### src/common/ooo_pkg.sv
`default_nettype none

package ooo_pkg;

    // datapath width for operands, addresses and pc
    parameter int DATA_W = 32;

    // architectural register number
    parameter int REG_W = 5;

    // top level overrides this through its own parameter
    parameter int ROB_DEPTH_DEF = 8;

    // dispatched operation
    typedef enum logic [2:0] {
        OP_ADD = 3'd0,
        OP_SUB = 3'd1,
        OP_BEQ = 3'd2,
        OP_BNE = 3'd3,
        OP_SW  = 3'd4
    } op_t;

endpackage

`default_nettype wire

### src/rob/rob.sv
`timescale 1ns/1ns
`default_nettype none

module rob #(
    parameter int ROB_DEPTH = ooo_pkg::ROB_DEPTH_DEF
) (
    input  logic                          clk,
    input  logic                          rst,
    input  logic                          alloc_en,
    input  ooo_pkg::op_t                  alloc_op,
    input  logic [ooo_pkg::REG_W-1:0]     alloc_rd,
    input  logic                          alloc_pred,
    input  logic                          ex_done,
    input  logic [$clog2(ROB_DEPTH)-1:0]  ex_tag,
    input  logic [ooo_pkg::DATA_W-1:0]    ex_result,
    input  logic                          ex_taken,
    input  logic [ooo_pkg::DATA_W-1:0]    ex_target,
    input  logic                          st_ready,
    input  logic [$clog2(ROB_DEPTH)-1:0]  st_tag,
    input  logic                          st_drained,
    output logic [$clog2(ROB_DEPTH)-1:0]  alloc_tag,
    output logic                          full,
    output logic                          st_release,
    output logic [$clog2(ROB_DEPTH)-1:0]  release_tag,
    output logic                          commit_en,
    output logic [ooo_pkg::REG_W-1:0]     commit_rd,
    output logic [ooo_pkg::DATA_W-1:0]    commit_data,
    output logic [$clog2(ROB_DEPTH)-1:0]  commit_tag,
    output logic                          redirect_en,
    output logic [ooo_pkg::DATA_W-1:0]    redirect_pc
);

    import ooo_pkg::*;

    localparam int TAG_W = $clog2(ROB_DEPTH);

    typedef enum logic [1:0] {
        K_REG,
        K_BRANCH,
        K_STORE
    } kind_t;

    // entry storage
    kind_t                kind_q   [ROB_DEPTH];
    logic [REG_W-1:0]     rd_q     [ROB_DEPTH];
    logic [DATA_W-1:0]    data_q   [ROB_DEPTH];
    logic                 pred_q   [ROB_DEPTH];
    logic                 actual_q [ROB_DEPTH];
    logic [DATA_W-1:0]    target_q [ROB_DEPTH];
    logic [ROB_DEPTH-1:0] done_q;

    logic [TAG_W-1:0] head;
    logic [TAG_W-1:0] tail;
    logic [TAG_W:0]   count;
    logic             rel_pending;

    kind_t alloc_kind;
    logic  head_ready;
    logic  mispredict;
    logic  pop;
    logic  flush_now;

    function automatic logic [TAG_W-1:0] next_ptr(input logic [TAG_W-1:0] p);
        logic [TAG_W-1:0] n;
        if (p == TAG_W'(ROB_DEPTH - 1)) begin
            n = '0;
        end else begin
            n = p + 1'b1;
        end
        return n;
    endfunction

    assign alloc_tag  = tail;
    assign full       = (count == (TAG_W + 1)'(ROB_DEPTH));
    assign head_ready = (count != '0) && done_q[head];
    assign mispredict = (pred_q[head] != actual_q[head]);

    always_comb begin
        case (alloc_op)
            OP_SW:          alloc_kind = K_STORE;
            OP_BEQ, OP_BNE: alloc_kind = K_BRANCH;
            default:        alloc_kind = K_REG;
        endcase
    end

    // retirement decision for the head entry
    always_comb begin
        pop       = 1'b0;
        flush_now = 1'b0;
        if (head_ready) begin
            case (kind_q[head])
                K_REG: begin
                    pop = 1'b1;
                end
                K_BRANCH: begin
                    pop       = 1'b1;
                    flush_now = mispredict;
                end
                default: begin
                    // store leaves only once memory has taken it
                    pop = rel_pending && st_drained;
                end
            endcase
        end
    end

    always_ff @(posedge clk) begin
        if (rst) begin
            head        <= '0;
            tail        <= '0;
            count       <= '0;
            done_q      <= '0;
            rel_pending <= 1'b0;
            commit_en   <= 1'b0;
            redirect_en <= 1'b0;
            st_release  <= 1'b0;
        end else begin
            commit_en   <= head_ready && (kind_q[head] == K_REG);
            redirect_en <= flush_now;
            st_release  <= 1'b0;

            if (head_ready && kind_q[head] == K_STORE && !rel_pending) begin
                st_release  <= 1'b1;
                rel_pending <= 1'b1;
            end
            if (pop && kind_q[head] == K_STORE) begin
                rel_pending <= 1'b0;
            end

            if (ex_done) begin
                done_q[ex_tag] <= 1'b1;
            end
            if (st_ready) begin
                done_q[st_tag] <= 1'b1;
            end

            if (flush_now) begin
                // younger entries are dropped, a same-cycle alloc included
                head   <= '0;
                tail   <= '0;
                count  <= '0;
                done_q <= '0;
            end else begin
                if (alloc_en) begin
                    done_q[tail] <= 1'b0;
                    tail         <= next_ptr(tail);
                end
                if (pop) begin
                    head <= next_ptr(head);
                end
                count <= count + (TAG_W + 1)'(alloc_en) - (TAG_W + 1)'(pop);
            end
        end
    end

    always_ff @(posedge clk) begin
        if (alloc_en) begin
            kind_q[tail] <= alloc_kind;
            rd_q[tail]   <= alloc_rd;
            pred_q[tail] <= alloc_pred;
        end
        if (ex_done) begin
            data_q[ex_tag]   <= ex_result;
            actual_q[ex_tag] <= ex_taken;
            target_q[ex_tag] <= ex_target;
        end
        if (head_ready) begin
            commit_rd   <= rd_q[head];
            commit_data <= data_q[head];
            commit_tag  <= head;
            redirect_pc <= target_q[head];
            release_tag <= head;
        end
    end

endmodule

`default_nettype wire

### src/hw/int_branch_unit.sv
`timescale 1ns/1ns
`default_nettype none

module int_branch_unit #(
    parameter int ROB_DEPTH = ooo_pkg::ROB_DEPTH_DEF
) (
    input  logic                         clk,
    input  logic                         rst,
    input  logic                         start,
    input  logic [$clog2(ROB_DEPTH)-1:0] tag,
    input  ooo_pkg::op_t                 op,
    input  logic [ooo_pkg::DATA_W-1:0]   a,
    input  logic [ooo_pkg::DATA_W-1:0]   b,
    input  logic [ooo_pkg::DATA_W-1:0]   pc,
    input  logic [ooo_pkg::DATA_W-1:0]   imm,
    input  logic                         flush,
    output logic                         ex_done,
    output logic [$clog2(ROB_DEPTH)-1:0] ex_tag,
    output logic [ooo_pkg::DATA_W-1:0]   ex_result,
    output logic                         ex_taken,
    output logic [ooo_pkg::DATA_W-1:0]   ex_target
);

    import ooo_pkg::*;

    logic              pending;
    logic [DATA_W-1:0] result_d;
    logic              taken_d;

    always_comb begin
        result_d = '0;
        taken_d  = 1'b0;
        case (op)
            OP_ADD:  result_d = a + b;
            OP_SUB:  result_d = a - b;
            OP_BEQ:  taken_d = (a == b);
            OP_BNE:  taken_d = (a != b);
            default: result_d = '0;
        endcase
    end

    always_ff @(posedge clk) begin
        if (rst) begin
            pending <= 1'b0;
        end else begin
            pending <= start && !flush;
        end
    end

    // resolved next pc for a redirect
    always_ff @(posedge clk) begin
        if (start) begin
            ex_tag    <= tag;
            ex_result <= result_d;
            ex_taken  <= taken_d;
            ex_target <= taken_d ? (pc + imm) : (pc + DATA_W'(4));
        end
    end

    // result still in flight during a redirect is cancelled
    assign ex_done = pending && !flush;

endmodule

`default_nettype wire

### src/hw/store_buffer.sv
`timescale 1ns/1ns
`default_nettype none

module store_buffer #(
    parameter int ROB_DEPTH = ooo_pkg::ROB_DEPTH_DEF
) (
    input  logic                         clk,
    input  logic                         rst,
    input  logic                         wr_en,
    input  logic [$clog2(ROB_DEPTH)-1:0] wr_tag,
    input  logic [ooo_pkg::DATA_W-1:0]   a,
    input  logic [ooo_pkg::DATA_W-1:0]   b,
    input  logic [ooo_pkg::DATA_W-1:0]   imm,
    input  logic                         st_release,
    input  logic [$clog2(ROB_DEPTH)-1:0] release_tag,
    input  logic                         flush,
    input  logic                         mem_ack,
    output logic                         st_ready,
    output logic [$clog2(ROB_DEPTH)-1:0] st_tag,
    output logic                         st_drained,
    output logic                         mem_req,
    output logic [ooo_pkg::DATA_W-1:0]   mem_addr,
    output logic [ooo_pkg::DATA_W-1:0]   mem_data
);

    import ooo_pkg::*;

    localparam int TAG_W = $clog2(ROB_DEPTH);

    typedef enum logic [1:0] {
        M_IDLE,
        M_REQ,
        M_WAIT_LOW
    } mem_state_t;

    logic [DATA_W-1:0]    addr_q [ROB_DEPTH];
    logic [DATA_W-1:0]    data_q [ROB_DEPTH];
    logic [ROB_DEPTH-1:0] valid_q;
    logic [TAG_W-1:0]     cur_tag;
    logic                 ready_q;
    mem_state_t           state;

    always_ff @(posedge clk) begin
        if (rst) begin
            state      <= M_IDLE;
            mem_req    <= 1'b0;
            st_drained <= 1'b0;
            ready_q    <= 1'b0;
            valid_q    <= '0;
        end else begin
            st_drained <= 1'b0;
            ready_q    <= wr_en && !flush;
            if (wr_en) begin
                valid_q[wr_tag] <= 1'b1;
            end

            // four-phase with memory for the released entry
            case (state)
                M_IDLE: begin
                    if (st_release && valid_q[release_tag]) begin
                        mem_req <= 1'b1;
                        state   <= M_REQ;
                    end
                end
                M_REQ: begin
                    if (mem_ack) begin
                        mem_req <= 1'b0;
                        state   <= M_WAIT_LOW;
                    end
                end
                default: begin
                    if (!mem_ack) begin
                        st_drained       <= 1'b1;
                        valid_q[cur_tag] <= 1'b0;
                        state            <= M_IDLE;
                    end
                end
            endcase

            if (flush) begin
                for (int i = 0; i < ROB_DEPTH; i++) begin
                    if (state == M_IDLE || cur_tag != TAG_W'(i)) begin
                        valid_q[i] <= 1'b0;
                    end
                end
            end
        end
    end

    always_ff @(posedge clk) begin
        if (wr_en) begin
            addr_q[wr_tag] <= a + imm;
            data_q[wr_tag] <= b;
            st_tag         <= wr_tag;
        end
        if (state == M_IDLE && st_release) begin
            cur_tag  <= release_tag;
            mem_addr <= addr_q[release_tag];
            mem_data <= data_q[release_tag];
        end
    end

    assign st_ready = ready_q && !flush;

endmodule

`default_nettype wire

### src/hw/ooo_backend_top.sv
`timescale 1ns/1ns
`default_nettype none

module ooo_backend_top #(
    parameter int ROB_DEPTH = ooo_pkg::ROB_DEPTH_DEF
) (
    input  logic                         clk,
    input  logic                         rst,
    input  logic                         disp_req,
    input  ooo_pkg::op_t                 disp_op,
    input  logic [ooo_pkg::REG_W-1:0]    disp_rd,
    input  logic [ooo_pkg::DATA_W-1:0]   disp_a,
    input  logic [ooo_pkg::DATA_W-1:0]   disp_b,
    input  logic [ooo_pkg::DATA_W-1:0]   disp_pc,
    input  logic [ooo_pkg::DATA_W-1:0]   disp_imm,
    input  logic                         disp_pred,
    input  logic                         mem_ack,
    output logic                         disp_ack,
    output logic                         commit_en,
    output logic [ooo_pkg::REG_W-1:0]    commit_rd,
    output logic [ooo_pkg::DATA_W-1:0]   commit_data,
    output logic [$clog2(ROB_DEPTH)-1:0] commit_tag,
    output logic                         redirect_en,
    output logic [ooo_pkg::DATA_W-1:0]   redirect_pc,
    output logic                         mem_req,
    output logic [ooo_pkg::DATA_W-1:0]   mem_addr,
    output logic [ooo_pkg::DATA_W-1:0]   mem_data
);

    import ooo_pkg::*;

    localparam int TAG_W = $clog2(ROB_DEPTH);

    // acked holds ack high until the request falls
    typedef enum logic {
        D_IDLE,
        D_ACKED
    } disp_state_t;

    disp_state_t       dstate;
    logic              alloc_en;
    logic              is_store;
    logic              full;
    logic [TAG_W-1:0]  alloc_tag;
    logic              ex_done;
    logic [TAG_W-1:0]  ex_tag;
    logic [DATA_W-1:0] ex_result;
    logic              ex_taken;
    logic [DATA_W-1:0] ex_target;
    logic              st_ready;
    logic [TAG_W-1:0]  st_tag;
    logic              st_drained;
    logic              st_release;
    logic [TAG_W-1:0]  release_tag;

    assign alloc_en = (dstate == D_IDLE) && disp_req && !full && !redirect_en;
    assign is_store = (disp_op == OP_SW);
    assign disp_ack = (dstate == D_ACKED);

    always_ff @(posedge clk) begin
        if (rst) begin
            dstate <= D_IDLE;
        end else begin
            case (dstate)
                D_IDLE:  if (alloc_en) dstate <= D_ACKED;
                default: if (!disp_req) dstate <= D_IDLE;
            endcase
        end
    end

    rob #(.ROB_DEPTH(ROB_DEPTH)) u_rob (
        .clk(clk), .rst(rst),
        .alloc_en(alloc_en), .alloc_op(disp_op), .alloc_rd(disp_rd),
        .alloc_pred(disp_pred),
        .ex_done(ex_done), .ex_tag(ex_tag), .ex_result(ex_result),
        .ex_taken(ex_taken), .ex_target(ex_target),
        .st_ready(st_ready), .st_tag(st_tag), .st_drained(st_drained),
        .alloc_tag(alloc_tag), .full(full),
        .st_release(st_release), .release_tag(release_tag),
        .commit_en(commit_en), .commit_rd(commit_rd),
        .commit_data(commit_data), .commit_tag(commit_tag),
        .redirect_en(redirect_en), .redirect_pc(redirect_pc)
    );

    // add, sub and branches go to the execution unit
    int_branch_unit #(.ROB_DEPTH(ROB_DEPTH)) u_exu (
        .clk(clk), .rst(rst),
        .start(alloc_en && !is_store), .tag(alloc_tag), .op(disp_op),
        .a(disp_a), .b(disp_b), .pc(disp_pc), .imm(disp_imm),
        .flush(redirect_en),
        .ex_done(ex_done), .ex_tag(ex_tag), .ex_result(ex_result),
        .ex_taken(ex_taken), .ex_target(ex_target)
    );

    store_buffer #(.ROB_DEPTH(ROB_DEPTH)) u_stb (
        .clk(clk), .rst(rst),
        .wr_en(alloc_en && is_store), .wr_tag(alloc_tag),
        .a(disp_a), .b(disp_b), .imm(disp_imm),
        .st_release(st_release), .release_tag(release_tag),
        .flush(redirect_en), .mem_ack(mem_ack),
        .st_ready(st_ready), .st_tag(st_tag), .st_drained(st_drained),
        .mem_req(mem_req), .mem_addr(mem_addr), .mem_data(mem_data)
    );

endmodule

`default_nettype wire

### config.mk
export PLATFORM = sky130hd
export DESIGN_NAME = ooo_backend_top
export DESIGN_NICKNAME = d
export VERILOG_FILES = /design/src/common/ooo_pkg.sv /design/src/rob/rob.sv /design/src/hw/int_branch_unit.sv /design/src/hw/store_buffer.sv /design/src/hw/ooo_backend_top.sv
export SDC_FILE = /design/constraint.sdc
export NUM_CORES = 2
export LEC_CHECK = 0
export ABC_CLOCK_PERIOD_IN_PS = 9510
export CAP_MARGIN = 5
export CORE_MARGIN = 1.5
export CORE_UTILIZATION = 48
export DETAILED_ROUTE_END_ITERATION = 6
export DONT_BUFFER_PORTS = 1
export GPL_TIMING_DRIVEN = 1
export PLACE_DENSITY = 0.76
export SETUP_SLACK_MARGIN = 0.2
export SYNTH_ARGS = -nofsm -noshare
export SYNTH_HDL_FRONTEND = slang
export SYNTH_SLANG_ARGS = --single-unit
### constraint.sdc
create_clock -name clk -period 9.51 [get_ports clk]
set_input_delay 1.902 -clock clk [delete_from_list [all_inputs] [get_ports clk]]
set_output_delay 1.902 -clock clk [all_outputs]
set_load 0.03 [all_outputs]
==> results.ini <==
[status]
outcome = finished, final reports clean

[clocking]
clkTransAtPathRegs_ps = 60
cts.sinks = 1346
cts-hold-fix-buffers = 0
postCtsSetupRepairBufs = 0
cts_buffers = 135
root_buffer = clkbuf_16
cts_tree = yes
cts_resized = 0
clk_latency_ps = 780
htreeDepth = 4
cts_buffer_depth = 3

[worst_setup_path]
startpoint_type = flop
path_delay_family = compound AO/OA/AOI/OAI gates
worstSetupPathType = reg2reg
crit_path_start = u_rob.head[1]
critical_path.most_common_cell = inv_1
cpPeakStageDelay_ps = 790
path_cells = buf_4, mux4_2, mux2i_1, a21oi_4, inv_1, a21oi_1, ha_1, inv_1, ha_1, inv_1, fa_1, xor2_1, nor2_1
cp_num_buf_inv = 4
critPathArrivalTime_ps = 5480
r2r-start = u_rob.head[1]
required_ps = 10140
critPathCaptureType = flop
crit_fanout = 61
slowest_stage = buf_4

[global_route]
grt_pass1_vias = 29187
antenna_found_initial = 16
grt_remaining_overflow = 0
grt_pass1_wl_mm = 193
track_usage_pct = 22.1
grt_max_degree = 133

[timing]
period_needed_ps = 4850
hold_viol_final = 0
fin_skew_ps = 38.9
drv_slew = 0
fin_setup_tns_ps = 0
fmax_ghz = 0.206
rsz0062_at_grt = false
finalSetupViolCount = 0
relSlewSlack_pct = 26.9
worstMarginPinSlew_ps = 1090
timing.final.crit_share_pct = 51.0
worst_slack_ps = 4660

[place]
numPortBuffers = 0
hpwl_mm = 83.1
pre_cts_ws_ps = 3980
routabilityCongestion = 0.917

[die]
fp.dieH_um = 346
placementRows = 125
fp.dieW_um = 346
io_pins = 281
fp.dieArea_um2 = 120000
start_util_pct = 48.5
core_um2 = 116000

[logic_synthesis]
synthFlopType = edfxtp_1
yosys.area_share.xor_xnor_pct = 1.68
synth.area.mux_share_pct = 14.0
synth-seq-cells = 1346
synth_edf_count = 1306
yosysSeqAreaShare_pct = 70.9
avgSynthCellArea_um2 = 18.1
syn_area_um2 = 56400
yosys.area_share.simple_pct = 3.84
synth_nets = 3406
synth_warnings = 0
synth_top_family_by_area = multiplexers
netlist_instances = 3124
async_reset_ff_share_pct = 0
synth_compound_area_share_pct = 4.84
yosysUniqueCellTypes = 66
synth_fa_ha_area_share_pct = 3.19

[detailed_routing]
post_drt_via_cell_ratio = 6.00
ant_nets = 0
wl_mm = 131
route.detailed.drc = 0
detailedRoute.firstIterationViolations = 2528
wl_per_cell_um = 27.3
vias = 28920
firstDrtPassIters = 5

[min_path]
hp-class = reg2reg
hold_path_startpoint = u_rob.rel_pending

[cells_and_area]
areaGrowthSynthToFinish_pct = 11.1
nets = 3457
fillers = 8989
drive_above_1_share_pct = 21.0

[power_and_ir_drop]
p_leak_nw = 20.4
p_total_w = 0.0129
p_per_area_nw_per_um2 = 206
ir_worst_vdd_uv = 184

[run]
max_cap_violations = 0

-- cell usage in the layout, fill, tap and decap left out, types with 8 or more instances in the layout --
cell,Yosys,layout
clkbuf_16,0,139
xor2_1,39,39
nand4_1,19,19
clkinvlp_4,0,8
o21bai_1,20,20
nor3_1,54,46
nand2b_1,27,27
nor2b_1,16,16
buf_4,0,41
nor2_4,0,8
mux2_2,137,137
a21oi_1,127,126
ha_1,136,136
clkinv_2,0,20
inv_1,95,95
nand2_1,91,90
diode_2,0,14
nor3_2,0,8
nor2_1,167,159
xnor2_1,69,69
mux4_2,278,278
mux2i_1,11,11
edfxtp_1,1306,1306
clkinv_1,0,24
and3_1,15,15
a211oi_1,14,14
clkbuf_1,89,28
a31oi_1,8,8
dfxtp_1,40,37
o31ai_1,12,12
o211a_1,8,8
o21a_1,9,9
o21ai_0,88,88
a21o_1,51,51
nand3_1,26,26
o211ai_1,12,12
-- routing by layer --
| layer | global-route usage [%] | routed length, um |
|---|---|---|
| met5 | 0 | 38 |
| met2 | 34.8 | 62300 |
| met4 | 8.02 | 3850 |
| met1 | 29.0 | 53500 |
| met3 | 6.97 | 11800 |
-- cell families after synthesis --
group / after synthesis
multiplexers: 426
buffers and inverters: 223
XOR/XNOR: 108
flip-flops: 1346
AO/OA/AOI/OAI: 420
AND/OR/NAND/NOR: 460
adder cells (fa/ha/maj): 141
-- flip-flops by register name, indices dropped and copies added, names as in the netlist, 5 cells and up, named ones only --
| name | flops |
|---|---|
| u_rob.target_q | 256 |
| u_rob.commit_data | 32 |
| u_exu.ex_result | 32 |
| u_rob.commit_rd | 5 |
| u_stb.valid_q | 8 |
| u_stb.addr_q | 256 |
| u_stb.data_q | 256 |
| u_rob.data_q | 256 |
| u_rob.kind_q | 16 |
| u_rob.actual_q | 8 |
| u_exu.ex_target | 32 |
| u_rob.rd_q | 40 |
| u_stb.mem_data | 32 |
| u_rob.pred_q | 8 |
| u_stb.mem_addr | 32 |
| u_rob.redirect_pc | 32 |
| u_rob.done_q | 8 |
-- Yosys cell counts (5+ instances only) --
cell type	instances	share of area, %
a2111oi_0	6	0.093
a211oi_1	14	0.19
a21o_1	51	0.68
a21oi_1	127	1.1
a221oi_1	6	0.093
a31oi_1	8	0.089
and2_1	5	0.055
and3_1	15	0.17
buf_1	37	0.25
clkbuf_1	89	0.59
dfxtp_1	40	1.4
edfxtp_1	1306	70
fa_1	5	0.18
ha_1	136	3.0
inv_1	95	0.63
mux2_2	137	2.7
mux2i_1	11	0.20
mux4_2	278	11
nand2_1	91	0.61
nand2b_1	27	0.30
nand3_1	26	0.23
nand3b_1	5	0.067
nand4_1	19	0.21
nor2_1	167	1.1
nor2b_1	16	0.18
nor3_1	54	0.48
nor3b_1	6	0.080
nor4_1	11	0.12
o211a_1	8	0.14
o211ai_1	12	0.16
o21a_1	9	0.12
o21ai_0	88	0.78
o21bai_1	20	0.27
o31a_1	6	0.093
o31ai_1	12	0.16
or3_1	6	0.067
xnor2_1	69	1.1
xor2_1	39	0.61
-- power breakdown --
group          switching, W  internal (W)
Sequential         0.000130       0.00679
Combinational      0.000512      0.000299
Clock               0.00226       0.00293
Total               0.00290        0.0100
-- path summary, 6_finish.rpt --
check	end	slack (ps)	cells past startpoint
max	u_rob.count[2]	4660	13
min	u_rob.st_release	460	1
max reg2reg	u_rob.count[2]	4660	13
min reg2reg	u_rob.st_release	460	1
-- worst reg2reg max path, delay by kind of cell, from the launching register on --
kind            cells  cell delay (ps)
fa+ha+maj           3              900
buf+inv             4             1150
mux                 2              520
xor+xnor            1              140
simple gates        1               50
flops               1              670
compound gates      2             1290
-- cell type report --
| type | instances | area, um2 | share of cell area, % |
|---|---|---|---|
| antenna | 14 | 35.0 | 0.0559 |
| clock buffer | 170 | 3620 | 5.78 |
| clock inverter | 75 | 713 | 1.14 |
| inverter | 95 | 357 | 0.569 |
| multi-input combinational | 1555 | 15700 | 25.1 |
| sequential | 1346 | 40000 | 63.8 |
| tap | 1524 | 1910 | 3.04 |
| timing repair buffer | 42 | 328 | 0.523 |
-- per-stage QoR --
stage | cell area (um2) | instances | util, % | hold slack (ps)
floorplan | 56400 | 3124 | - | 424
finish | 62700 | 4821 | 53.9 | 464
global route | 62700 | 4816 | 53.9 | 502
global placement | 58300 | 4562 | 50.1 | 434
CTS | 62700 | 4807 | 53.9 | 453
detailed placement | 58300 | 4562 | 50.1 | 438
(Power assumes the default switching activity.)
